`config.mk`:
```
export PLATFORM = sky130hd
export DESIGN_NAME = controller
export DESIGN_NICKNAME = d
export VERILOG_FILES = /design/src/source/ctrl_pkg.sv /design/src/source/fill_counter.sv /design/src/source/pipe_sequencer.sv /design/src/source/execute_decoder.sv /design/src/source/memory_decoder.sv /design/src/source/writeback_tail.sv /design/src/source/controller.sv
export SDC_FILE = /design/constraint.sdc
export NUM_CORES = 1
export LEC_CHECK = 0
export BUFFER_PORTS_ARGS = -buffer_cell sky130_fd_sc_hd__buf_2
export CAP_MARGIN = 40
export CORE_MARGIN = 1.5
export CORE_UTILIZATION = 43
export CTS_BUF_LIST = sky130_fd_sc_hd__clkbuf_8
export CTS_CLUSTER_SIZE = 12
export DETAILED_ROUTE_END_ITERATION = 6
export PLACE_DENSITY = 0.83
export SYNTH_ARGS = -nofsm -noshare
export SYNTH_HDL_FRONTEND = slang
export SYNTH_SLANG_ARGS = --single-unit
```
`constraint.sdc`:
```
create_clock -name clk -period 2.1 [get_ports clk]
set_clock_uncertainty 0.15 [all_clocks]
set_input_delay 0.42 -clock clk [delete_from_list [all_inputs] [get_ports clk]]
set_output_delay 0.42 -clock clk [all_outputs]
set_load 0.1 [all_outputs]
```
`src/source/ctrl_pkg.sv`:
```
`default_nettype none

package ctrl_pkg;

    localparam int unsigned INSTR_W = 32;

    // low bit of each instruction field
    localparam int unsigned COND_LSB     = 28;
    localparam int unsigned OPCODE_LSB   = 21;
    localparam int unsigned RD_LSB       = 17;
    localparam int unsigned RN_LSB       = 13;
    localparam int unsigned RS_LSB       = 9;
    localparam int unsigned IMM5_LSB     = 4;
    localparam int unsigned SHIFT_OP_LSB = 5;
    localparam int unsigned RM_LSB       = 0;
    localparam int unsigned IMM12_LSB    = 0;
    localparam int unsigned BR_OFF_LSB   = 0;
    localparam int unsigned BR_OFF_W     = 21;

    // fill counts at which each stage opens
    localparam logic [2:0] FILL_CYCLES = 3'd5;
    localparam logic [2:0] EXEC_START  = 3'd2;
    localparam logic [2:0] WAIT_START  = 3'd4;
    localparam logic [2:0] WB_START    = 3'd5;

    localparam logic [3:0] LINK_REG = 4'd14;

    typedef enum logic [6:0] {
        ADD_R = 7'h00, ADD_I = 7'h01, SUB_R = 7'h02, SUB_I = 7'h03,
        AND_R = 7'h04, ORR_R = 7'h05, MOV_R = 7'h06, MOV_I = 7'h07,
        CMP_R = 7'h08, LDR   = 7'h10, STR   = 7'h11, B     = 7'h20,
        BL    = 7'h21, NOP   = 7'h7f
    } opcode_t;

    typedef enum logic [3:0] {
        EQ = 4'h0, NE = 4'h1, CS = 4'h2, CC = 4'h3, MI = 4'h4, PL = 4'h5, AL = 4'he
    } cond_t;

    typedef enum logic [2:0] {ALU_ADD, ALU_SUB, ALU_AND, ALU_ORR, ALU_PASS} alu_op_t;
    typedef enum logic [1:0] {PC_SEQ, PC_RESET, PC_BRANCH} pc_sel_t;
    typedef enum logic [1:0] {WADDR_RD, WADDR_LR} waddr_sel_t;
    typedef enum logic [1:0] {FWD_REG, FWD_MEM} fwd_sel_t;
    typedef enum logic [1:0] {LOAD_PC, FILL, RUN} seq_state_t;

    localparam pc_sel_t RESET_VECTOR_SEL = PC_RESET;

    typedef struct packed {
        logic execute;
        logic memory_wait;
        logic write_back;
    } stage_en_t;

    typedef struct packed {
        opcode_t    opcode;
        logic [3:0] rn;
        logic [3:0] rs;
        logic [3:0] rm;
        logic [4:0] imm5;
        fwd_sel_t   sel_a_in;
        fwd_sel_t   sel_b_in;
        fwd_sel_t   sel_shift_in;
        logic       sel_shift;
        logic       en_a;
        logic       en_b;
        logic       en_s;
    } exec_ctrl_t;

    typedef struct packed {
        cond_t              cond;
        opcode_t            opcode;
        logic [3:0]         rd;
        logic [1:0]         shift_op;
        logic [11:0]        imm12;
        logic [INSTR_W-1:0] imm_branch;
        pc_sel_t            sel_pc;
        logic               load_pc;
        logic               sel_branch_imm;
        logic               sel_a;
        logic               sel_b;
        alu_op_t            alu_op;
        logic               sel_pre_indexed;
        logic               en_status;
        waddr_sel_t         sel_w_addr1;
        logic               w_en1;
        logic               mem_w_en;
    } mem_ctrl_t;

endpackage

`default_nettype wire

```
`src/source/fill_counter.sv`:
```
`timescale 1ns/100ps
`default_nettype none

module fill_counter (
    input  logic       clk,
    input  logic       rst_n,
    input  logic       fill_run,
    output logic [2:0] fill_count
);
    import ctrl_pkg::*;

    // saturates so the stage enables stay up
    always_ff @(posedge clk or negedge rst_n) begin
        if (!rst_n) begin
            fill_count <= '0;
        end else if (fill_run && (fill_count != FILL_CYCLES)) begin
            fill_count <= fill_count + 3'd1;
        end
    end

endmodule

`default_nettype wire

```
`src/source/pipe_sequencer.sv`:
```
`timescale 1ns/100ps
`default_nettype none

module pipe_sequencer (
    input  logic                clk,
    input  logic                rst_n,
    input  logic [2:0]          fill_count,
    output logic                fill_run,
    output ctrl_pkg::stage_en_t stage_en,
    output logic                reset_pc
);
    import ctrl_pkg::*;

    seq_state_t state;
    seq_state_t state_next;

    always_ff @(posedge clk or negedge rst_n) begin
        if (!rst_n) begin
            state <= LOAD_PC;
        end else begin
            state <= state_next;
        end
    end

    always_comb begin
        state_next = state;
        case (state)
            LOAD_PC: state_next = FILL;
            // last fill cycle once the counter has saturated
            FILL: begin
                if (fill_count == FILL_CYCLES) begin
                    state_next = RUN;
                end
            end
            RUN: state_next = RUN;
            default: state_next = LOAD_PC;
        endcase
    end

    // counting starts with the reset-vector cycle
    assign fill_run = (state != RUN);
    assign reset_pc = (state == LOAD_PC);

    assign stage_en.execute     = (state == RUN) || (fill_count >= EXEC_START);
    assign stage_en.memory_wait = (state == RUN) || (fill_count >= WAIT_START);
    assign stage_en.write_back  = (state == RUN) || (fill_count >= WB_START);

endmodule

`default_nettype wire

```
`src/source/execute_decoder.sv`:
```
`timescale 1ns/100ps
`default_nettype none

module execute_decoder (
    input  logic                         clk,
    input  logic                         rst_n,
    input  logic [ctrl_pkg::INSTR_W-1:0] instr_in,
    input  logic                         enable,
    input  logic                         branch_ref,
    input  logic [3:0]                   mem_rd,
    input  logic                         mem_writes,
    output ctrl_pkg::exec_ctrl_t         exec_ctrl,
    output logic [ctrl_pkg::INSTR_W-1:0] instr_out,
    output logic                         valid_out,
    output logic                         tag_out
);
    import ctrl_pkg::*;

    logic [INSTR_W-1:0] instr_q;
    logic               valid_q;
    logic               tag_q;
    opcode_t            opcode;
    logic [3:0]         rn;
    logic [3:0]         rs;
    logic [3:0]         rm;
    logic               reg_form;
    logic               shift_by_rs;

    // tag is checked against the live reference two stages later
    always_ff @(posedge clk or negedge rst_n) begin
        if (!rst_n) begin
            valid_q <= 1'b0;
            tag_q   <= 1'b0;
        end else begin
            valid_q <= enable;
            if (enable) begin
                tag_q <= branch_ref;
            end
        end
    end

    always_ff @(posedge clk) begin
        if (enable) begin
            instr_q <= instr_in;
        end
    end

    assign opcode = opcode_t'(instr_q[OPCODE_LSB +: $bits(opcode_t)]);
    assign rn     = instr_q[RN_LSB +: 4];
    assign rs     = instr_q[RS_LSB +: 4];
    assign rm     = instr_q[RM_LSB +: 4];

    assign reg_form    = opcode inside {ADD_R, SUB_R, AND_R, ORR_R, MOV_R, CMP_R};
    // nonzero rs means a register-specified shift
    assign shift_by_rs = valid_q && reg_form && (rs != 4'd0);

    always_comb begin
        exec_ctrl.opcode    = opcode;
        exec_ctrl.rn        = rn;
        exec_ctrl.rs        = rs;
        exec_ctrl.rm        = rm;
        exec_ctrl.imm5      = instr_q[IMM5_LSB +: 5];
        exec_ctrl.en_a      = valid_q && !(opcode inside {MOV_R, MOV_I, B, BL, NOP});
        exec_ctrl.en_b      = valid_q && reg_form;
        exec_ctrl.en_s      = shift_by_rs;
        exec_ctrl.sel_shift = shift_by_rs;
        // bypass from the instruction one stage ahead
        exec_ctrl.sel_a_in     = (mem_writes && (rn == mem_rd)) ? FWD_MEM : FWD_REG;
        exec_ctrl.sel_b_in     = (mem_writes && (rm == mem_rd)) ? FWD_MEM : FWD_REG;
        exec_ctrl.sel_shift_in = (mem_writes && (rs == mem_rd)) ? FWD_MEM : FWD_REG;
    end

    assign instr_out = instr_q;
    assign valid_out = valid_q;
    assign tag_out   = tag_q;

endmodule

`default_nettype wire

```
`src/source/memory_decoder.sv`:
```
`timescale 1ns/100ps
`default_nettype none

module memory_decoder (
    input  logic                         clk,
    input  logic                         rst_n,
    input  logic [ctrl_pkg::INSTR_W-1:0] instr_in,
    input  logic                         valid_in,
    input  logic                         tag_in,
    input  logic [ctrl_pkg::INSTR_W-1:0] status_reg,
    input  logic                         reset_pc,
    output ctrl_pkg::mem_ctrl_t          mem_ctrl,
    output logic [3:0]                   mem_rd,
    output logic                         mem_writes,
    output logic                         branch_ref,
    output logic                         ldr_commit,
    output logic [ctrl_pkg::INSTR_W-1:0] instr_out
);
    import ctrl_pkg::*;

    logic [INSTR_W-1:0] instr_q;
    logic               valid_q;
    logic               tag_q;
    logic               branch_ref_q;
    opcode_t            opcode;
    cond_t              cond;
    logic [3:0]         nzcv;
    logic               cond_pass;
    logic               commit;

    always_ff @(posedge clk or negedge rst_n) begin
        if (!rst_n) begin
            valid_q      <= 1'b0;
            tag_q        <= 1'b0;
            branch_ref_q <= 1'b0;
        end else begin
            valid_q <= valid_in;
            tag_q   <= tag_in;
            // taken branch retires everything tagged with the old value
            if (commit && (opcode inside {B, BL})) begin
                branch_ref_q <= ~branch_ref_q;
            end
        end
    end

    always_ff @(posedge clk) begin
        instr_q <= instr_in;
    end

    assign opcode = opcode_t'(instr_q[OPCODE_LSB +: $bits(opcode_t)]);
    assign cond   = cond_t'(instr_q[COND_LSB +: $bits(cond_t)]);
    assign nzcv   = status_reg[31:28];

    // flag order n z c v
    always_comb begin
        case (cond)
            EQ: cond_pass = nzcv[2];
            NE: cond_pass = !nzcv[2];
            CS: cond_pass = nzcv[1];
            CC: cond_pass = !nzcv[1];
            MI: cond_pass = nzcv[3];
            PL: cond_pass = !nzcv[3];
            AL: cond_pass = 1'b1;
            default: cond_pass = 1'b0;
        endcase
    end

    assign commit = valid_q && (tag_q == branch_ref_q) && cond_pass;

    always_comb begin
        mem_ctrl            = '0;
        mem_ctrl.cond       = cond;
        mem_ctrl.opcode     = opcode;
        mem_ctrl.rd         = instr_q[RD_LSB +: 4];
        mem_ctrl.shift_op   = instr_q[SHIFT_OP_LSB +: 2];
        mem_ctrl.imm12      = instr_q[IMM12_LSB +: 12];
        mem_ctrl.imm_branch = {{(INSTR_W - BR_OFF_W){instr_q[BR_OFF_LSB + BR_OFF_W - 1]}},
                               instr_q[BR_OFF_LSB +: BR_OFF_W]};
        mem_ctrl.sel_pc      = PC_SEQ;
        mem_ctrl.load_pc     = 1'b1;
        mem_ctrl.alu_op      = ALU_PASS;
        mem_ctrl.sel_w_addr1 = WADDR_RD;
        case (opcode)
            ADD_R, ADD_I: begin
                mem_ctrl.alu_op = ALU_ADD;
                mem_ctrl.sel_b  = (opcode == ADD_I);
                mem_ctrl.w_en1  = 1'b1;
            end
            SUB_R, SUB_I: begin
                mem_ctrl.alu_op    = ALU_SUB;
                mem_ctrl.sel_b     = (opcode == SUB_I);
                mem_ctrl.en_status = (opcode == SUB_R);
                mem_ctrl.w_en1     = 1'b1;
            end
            AND_R: begin
                mem_ctrl.alu_op = ALU_AND;
                mem_ctrl.w_en1  = 1'b1;
            end
            ORR_R: begin
                mem_ctrl.alu_op = ALU_ORR;
                mem_ctrl.w_en1  = 1'b1;
            end
            MOV_R, MOV_I: begin
                mem_ctrl.sel_b = (opcode == MOV_I);
                mem_ctrl.w_en1 = 1'b1;
            end
            CMP_R: begin
                mem_ctrl.alu_op    = ALU_SUB;
                mem_ctrl.en_status = 1'b1;
            end
            // address is base plus imm12
            LDR, STR: begin
                mem_ctrl.alu_op          = ALU_ADD;
                mem_ctrl.sel_b           = 1'b1;
                mem_ctrl.sel_pre_indexed = 1'b1;
                mem_ctrl.mem_w_en        = (opcode == STR);
            end
            B, BL: begin
                mem_ctrl.sel_pc         = PC_BRANCH;
                mem_ctrl.sel_branch_imm = 1'b1;
                if (opcode == BL) begin
                    // return address into the link register
                    mem_ctrl.sel_a       = 1'b1;
                    mem_ctrl.sel_w_addr1 = WADDR_LR;
                    mem_ctrl.w_en1       = 1'b1;
                end
            end
            default: ;
        endcase
        if (!commit) begin
            mem_ctrl.sel_pc         = PC_SEQ;
            mem_ctrl.sel_branch_imm = 1'b0;
            mem_ctrl.en_status      = 1'b0;
            mem_ctrl.sel_w_addr1    = WADDR_RD;
            mem_ctrl.w_en1          = 1'b0;
            mem_ctrl.mem_w_en       = 1'b0;
        end
        if (reset_pc) begin
            mem_ctrl.sel_pc  = RESET_VECTOR_SEL;
            mem_ctrl.load_pc = 1'b1;
        end
    end

    assign mem_rd     = (opcode == BL) ? LINK_REG : instr_q[RD_LSB +: 4];
    assign mem_writes = mem_ctrl.w_en1;
    assign ldr_commit = commit && (opcode == LDR);
    assign branch_ref = branch_ref_q;
    assign instr_out  = instr_q;

endmodule

`default_nettype wire

```
`src/source/writeback_tail.sv`:
```
`timescale 1ns/100ps
`default_nettype none

module writeback_tail (
    input  logic                         clk,
    input  logic                         rst_n,
    input  ctrl_pkg::stage_en_t          stage_en,
    input  logic                         ldr_commit,
    input  logic [ctrl_pkg::INSTR_W-1:0] instr_in,
    output logic                         w_en_ldr
);
    import ctrl_pkg::*;

    logic [INSTR_W-1:0] wait_instr;
    logic               wait_ldr;
    logic               wb_ldr;

    // a closed stage holds a bubble
    always_ff @(posedge clk or negedge rst_n) begin
        if (!rst_n) begin
            wait_ldr <= 1'b0;
            wb_ldr   <= 1'b0;
        end else begin
            wait_ldr <= stage_en.memory_wait && ldr_commit;
            wb_ldr   <= stage_en.write_back && wait_ldr &&
                        (opcode_t'(wait_instr[OPCODE_LSB +: $bits(opcode_t)]) == LDR);
        end
    end

    always_ff @(posedge clk) begin
        if (stage_en.memory_wait) begin
            wait_instr <= instr_in;
        end
    end

    assign w_en_ldr = wb_ldr;

endmodule

`default_nettype wire

```
`src/source/controller.sv`:
```
`timescale 1ns/100ps
`default_nettype none

module controller (
    input  logic                         clk,
    input  logic                         rst_n,
    input  logic [ctrl_pkg::INSTR_W-1:0] instr_in,
    input  logic [ctrl_pkg::INSTR_W-1:0] status_reg,
    output ctrl_pkg::exec_ctrl_t         exec_ctrl,
    output ctrl_pkg::mem_ctrl_t          mem_ctrl,
    output logic                         w_en_ldr
);
    import ctrl_pkg::*;

    logic               fill_run;
    logic [2:0]         fill_count;
    stage_en_t          stage_en;
    logic               reset_pc;

    // execute to memory
    logic [INSTR_W-1:0] ex_instr;
    logic               ex_valid;
    logic               ex_tag;

    // memory back to execute and on to the tail
    logic [3:0]         mem_rd;
    logic               mem_writes;
    logic               branch_ref;
    logic               ldr_commit;
    logic [INSTR_W-1:0] mem_instr;

    pipe_sequencer u_sequencer (
        .clk        (clk),
        .rst_n      (rst_n),
        .fill_count (fill_count),
        .fill_run   (fill_run),
        .stage_en   (stage_en),
        .reset_pc   (reset_pc)
    );

    fill_counter u_fill_counter (
        .clk        (clk),
        .rst_n      (rst_n),
        .fill_run   (fill_run),
        .fill_count (fill_count)
    );

    execute_decoder u_execute (
        .clk        (clk),
        .rst_n      (rst_n),
        .instr_in   (instr_in),
        .enable     (stage_en.execute),
        .branch_ref (branch_ref),
        .mem_rd     (mem_rd),
        .mem_writes (mem_writes),
        .exec_ctrl  (exec_ctrl),
        .instr_out  (ex_instr),
        .valid_out  (ex_valid),
        .tag_out    (ex_tag)
    );

    memory_decoder u_memory (
        .clk        (clk),
        .rst_n      (rst_n),
        .instr_in   (ex_instr),
        .valid_in   (ex_valid),
        .tag_in     (ex_tag),
        .status_reg (status_reg),
        .reset_pc   (reset_pc),
        .mem_ctrl   (mem_ctrl),
        .mem_rd     (mem_rd),
        .mem_writes (mem_writes),
        .branch_ref (branch_ref),
        .ldr_commit (ldr_commit),
        .instr_out  (mem_instr)
    );

    writeback_tail u_tail (
        .clk        (clk),
        .rst_n      (rst_n),
        .stage_en   (stage_en),
        .ldr_commit (ldr_commit),
        .instr_in   (mem_instr),
        .w_en_ldr   (w_en_ldr)
    );

endmodule

`default_nettype wire

```
Word level (Yosys, flattened, before mapping)
Index checks and enable logic that the tools add are counted.
{ "word_totals": {"regBits": 104, "out_inout_bits": 111, "wordCells": 114} }
{ "classes": {"addsub": 1, "magnitude_cmp": 3, "eq_ne": 38, "muxes": 22, "bitwise_logic": 1, "reduce_logical": 37} }
{ "op_table": {"columns": ["operator", "count"], "rows": [
  ["$eq 7x3->1 const B", 8],
  ["$eq 7x6->1 const B", 4],
  ["$eq 7x2->1 const B", 3],
  ["$eq 7x5->1 const B", 3],
  ["$eq 7x4->1 const B", 2],
  ["$logic_and 1x1->1", 14],
  ["$logic_not 7->1", 2],
  ["$eq 4x4->1", 3],
  ["$pmux 3 s4", 1],
  ["$mux 2", 5],
  ["$reduce_or 2->1", 5],
  ["$eq 4x2->1 const B", 2],
  ["$eq 4x3->1 const B", 2],
  ["$mux 1", 8],
  ["$reduce_or 8->1", 1],
  ["$eq 7x1->1 const B", 1],
  ["$eq 7x7->1 const B", 1],
  ["$pmux 1 s7", 1],
  ["$ge 3x3->1 const B", 2],
  ["$pmux 2 s3", 1],
  ["$reduce_bool 6->1", 1],
  ["$mux 5", 1],
  ["$reduce_bool 5->1", 1],
  ["$eq 4x1->1 const B", 1],
  ["23 further kinds", 29]
]} }

Logic depth before layout (Yosys ltp)
{ "depth": {"depth_word": 6, "depth_mapped": 7, "ltp_nobuf": 6} }

Hierarchy
Synthesis repeated with hierarchy kept, for this count alone.
{ "hier_totals": {"cells_unflattened": 311, "hier_area_um2": 3751.1} }
{ "by_module_without_submodules": {"columns": ["module", "n_inst", "cells_per_inst", "area_per_inst_um2", "seq_area_each_um2"], "rows": [
  ["memory_decoder", 1, 166, 1634.1, 715.7],
  ["execute_decoder", 1, 99, 1482.7, 1011.0],
  ["writeback_tail", 1, 13, 294.0, 260.2],
  ["pipe_sequencer", 1, 21, 181.4, 50.0],
  ["fill_counter", 1, 12, 158.9, 75.1]
]} }

Least setup slack after synthesis
OpenSTA, ideal clock, no wires.
{ "synth_path": {"path_kind": "flip-flop to output port", "start": "register u_memory.instr_q[26], in the netlist u_memory.instr_out[26]", "end": "output port exec_ctrl[6] in the netlist's numbering", "t_arrival_ps": 4452, "setup_slack_ps": -2922, "stages_incl_launch_ff": 6, "n_path_buf": 0, "cell_sequence": "dfxtp_1 nor4b_4 nand3_2 clkinv_2 nand3_1 a311oi_1"} }
{ "synth_rtl": {"columns": ["item", "line", "text"], "rows": [
  ["start: declaration", "memory_decoder.sv:21", "logic [INSTR_W-1:0] instr_q;"],
  ["start signal: assignment", "memory_decoder.sv:47", "instr_q <= instr_in;"],
  ["end: declaration", "controller.sv:9", "output ctrl_pkg::exec_ctrl_t exec_ctrl,"]
]} }

==> flow_metrics.tcl <==
set metrics [dict create \
    antenna_found_initial 0 \
    final_common_cell "buf_2" \
    hpwl_um 5940 \
    rsz0062_at_grt "true" \
    startpoint "u_memory.tag_q" \
    min_period_over_period 1.27 \
    die_area_um2 8740 \
    r2r_slack_ps 200 \
    use_met1 0.207 \
    synth_edf_count 39 \
    synth_top_family_by_area "buffers and inverters" \
    yosys.area_share.simple 0.108 \
    hold_slack_ps 90.4 \
    grtUsageTotal 0.191 \
    cts_buffers 9 \
    hold_viol_final 0 \
    placed_cells 497 \
    power_w 0.00415 \
    irDropWorstVdd_mv 0.614 \
    synthXorXnorAreaFrac 0.0299 \
    cp.required_ps 1530 \
    async_reset_ff_frac 0.145 \
    final_util 0.678 \
    start_util 0.451 \
    use_met3 0.0537 \
    reg2reg_depth 7 \
    crit_path_end "exec_ctrl[4]" \
    hold_class "in2reg" \
    layout.nets 498 \
    cts_tree "done" \
    grt_pass1_wl_um 12500 \
    fill_cells 546 \
    gp_congestion 0.732 \
    clk_transition_reported_paths_ps 80 \
    drt_wl_total_um 8260 \
    stdcell_count 534 \
    htree_num_levels 3 \
    synth_fa_ha_area_frac 0.0206 \
    yosys_warnings 0 \
    ys_seq_elements 83 \
    area_delta_synth_final_pct 50.3 \
    cts_max_path_buffers 2 \
    end_kind "output pin" \
    synth.distinct_cells 54 \
    period_needed_ps 2660 \
    grt_busiest_layer "met2" \
    outcome "complete, but fails checks" \
    finalSetupViolations 19 \
    power_density_nw_per_um2 784 \
    rr_startpoint "u_memory.instr_out[25]" \
    setup_ws_ps -558 \
    ant_nets 0 \
    drc_errors 0 \
    n_antenna_cell 0 \
    critPathLaunchType "flip-flop" \
    insertion_delay_ps 350 \
    synthMuxAreaShare 0.0160 \
    grt_max_degree 22 \
    cp_max_fo 5 \
    die_w_um 93.5 \
    drt_pass1_iterations 4 \
    synth_flop_cell "edfxtp_1" \
    synth_cells 279 \
    r2r-end "u_memory.branch_ref" \
    detail_route.iter0.violations 87 \
    syn_area_per_cell_um2 12.6 \
    grt_use_met2 0.336 \
    synth_compound_area_frac 0.0679 \
    leakagePower_nw 2.28 \
    max_freq_mhz 376 \
    maxCapViolCount 0 \
    synth_seq_area_share 0.600 \
    core_area_um2 7810 \
    mostFrequentLayoutCells "121 x buf_2, 45 x buf_4, 39 x edfxtp_1" \
    vias 2538 \
    grt_pass1_vias 2534 \
    clock_sinks 83 \
    violations "setup timing" \
    drive_above_1_share 0.646 \
    ctsRootBufferMaster "clkbuf_8" \
    grt.overflow.total 0 \
    wl_per_cell_um 15.5 \
    crit_arrival_ps 2090 \
    rows 32 \
    drv_slew 0 \
    path_class "reg2out" \
    synthesis.area_um2 3520 \
    via_per_inst 4.75 \
    dieHeight_um 93.5 \
    io_buffer_count 142 \
    io_pins 177 \
]
how the worst min path moves through the flow:
stage | start | endpoint | cells after the start
3_5_place_dp | rst_n | u_memory.tag_q | 1
3_3_place_gp | rst_n | u_memory.tag_q | 1
4_1_cts | instr_in[8] | u_execute.instr_out[8] | 1
2_1_floorplan | rst_n | u_execute.tag_out | 0
5_1_grt | instr_in[4] | u_execute.instr_out[4] | 1
6_report | instr_in[27] | u_execute.instr_out[27] | 1
layer usage:
metal	part of all wire	routed length, µm
met4	0.022	184
met3	0.058	481
met5	0	0
met2	0.54	4470
met1	0.38	3120
sequential cells by signal (all words and copies together) (netlist names), 2 cells and up:
signal and count:
u_execute.instr_out 32, u_memory.instr_out 32, u_tail.wait_instr 7, u_fill_counter.fill_count 3, u_sequencer.state 2
area by class of cell:
cell class                 instances  area, µm²  area share
inverter                          10       53.8      0.0102
sequential                        83       2150       0.407
tap                              102        128      0.0241
clock inverter                     7       75.1      0.0142
clock buffer                       9        124      0.0234
timing repair buffer             202       1530       0.290
multi-input combinational        121       1220       0.231
report_power, final:
group	leakage, nW	switching, W	internal (W)
logic	1.36	0.000906	0.000266
registers	0.826	0.0000659	0.00177
clock network	0.0976	0.000582	0.000555
stage by stage:
stage / area (µm²) / TNS (ps) / setup WS [ps]
global route: 5290 / -7400 / -638
finish: 5290 / -5950 / -558
global placement: 4690 / -1960 / -312
CTS: 5230 / -6120 / -571
detailed placement: 4690 / -2090 / -317
floorplan: 3850 / -8850 / -1100
cells by family (layout without fill, tap and decap cells):
family / after synthesis / in the layout
other: 2 / 5
AND/OR/NAND/NOR: 63 / 63
AO/OA/AOI/OAI: 30 / 30
adder cells (fa/ha/maj): 6 / 6
multiplexers: 5 / 5
flip-flops: 83 / 83
buffers and inverters: 78 / 228
XOR/XNOR: 12 / 12
critical path, cell delays in order, from the launching register on:
cell	delay (ps)
dfrtp_1	380
xnor2_1	190
o211ai_1	130
or3_4	410
a2111oi_4	400
buf_12	220
synthesized netlist by cell type, drive strengths merged, types with 3 or more instances:
cell | count | area share
xnor2 | 9 | 0.022
xor2 | 3 | 0.0075
a21oi | 8 | 0.011
nand3 | 8 | 0.013
buf | 67 | 0.14
o21ai | 3 | 0.0053
dfxtp | 32 | 0.18
nor3 | 5 | 0.0071
dfrtp | 12 | 0.085
mux2 | 5 | 0.016
edfxtp | 39 | 0.33
a31oi | 4 | 0.0071
nor2 | 15 | 0.016
ha | 5 | 0.018
nand2 | 4 | 0.0050
inv | 9 | 0.0096
nor2b | 8 | 0.014
nor4 | 7 | 0.014
a32oi | 3 | 0.0075
what timing repair did:
action                                  in CTS  in global routing
hold buffers                                 1                  0
endpoints found under the hold margin       12                  0
pin swaps                                   15                 10
resized for setup                           46                 12
setup buffers                               21                  7
endpoints found under the setup margin      20                 19
cloned                                       0                  0
No activity file was read; power rests on OpenSTA's default activity.
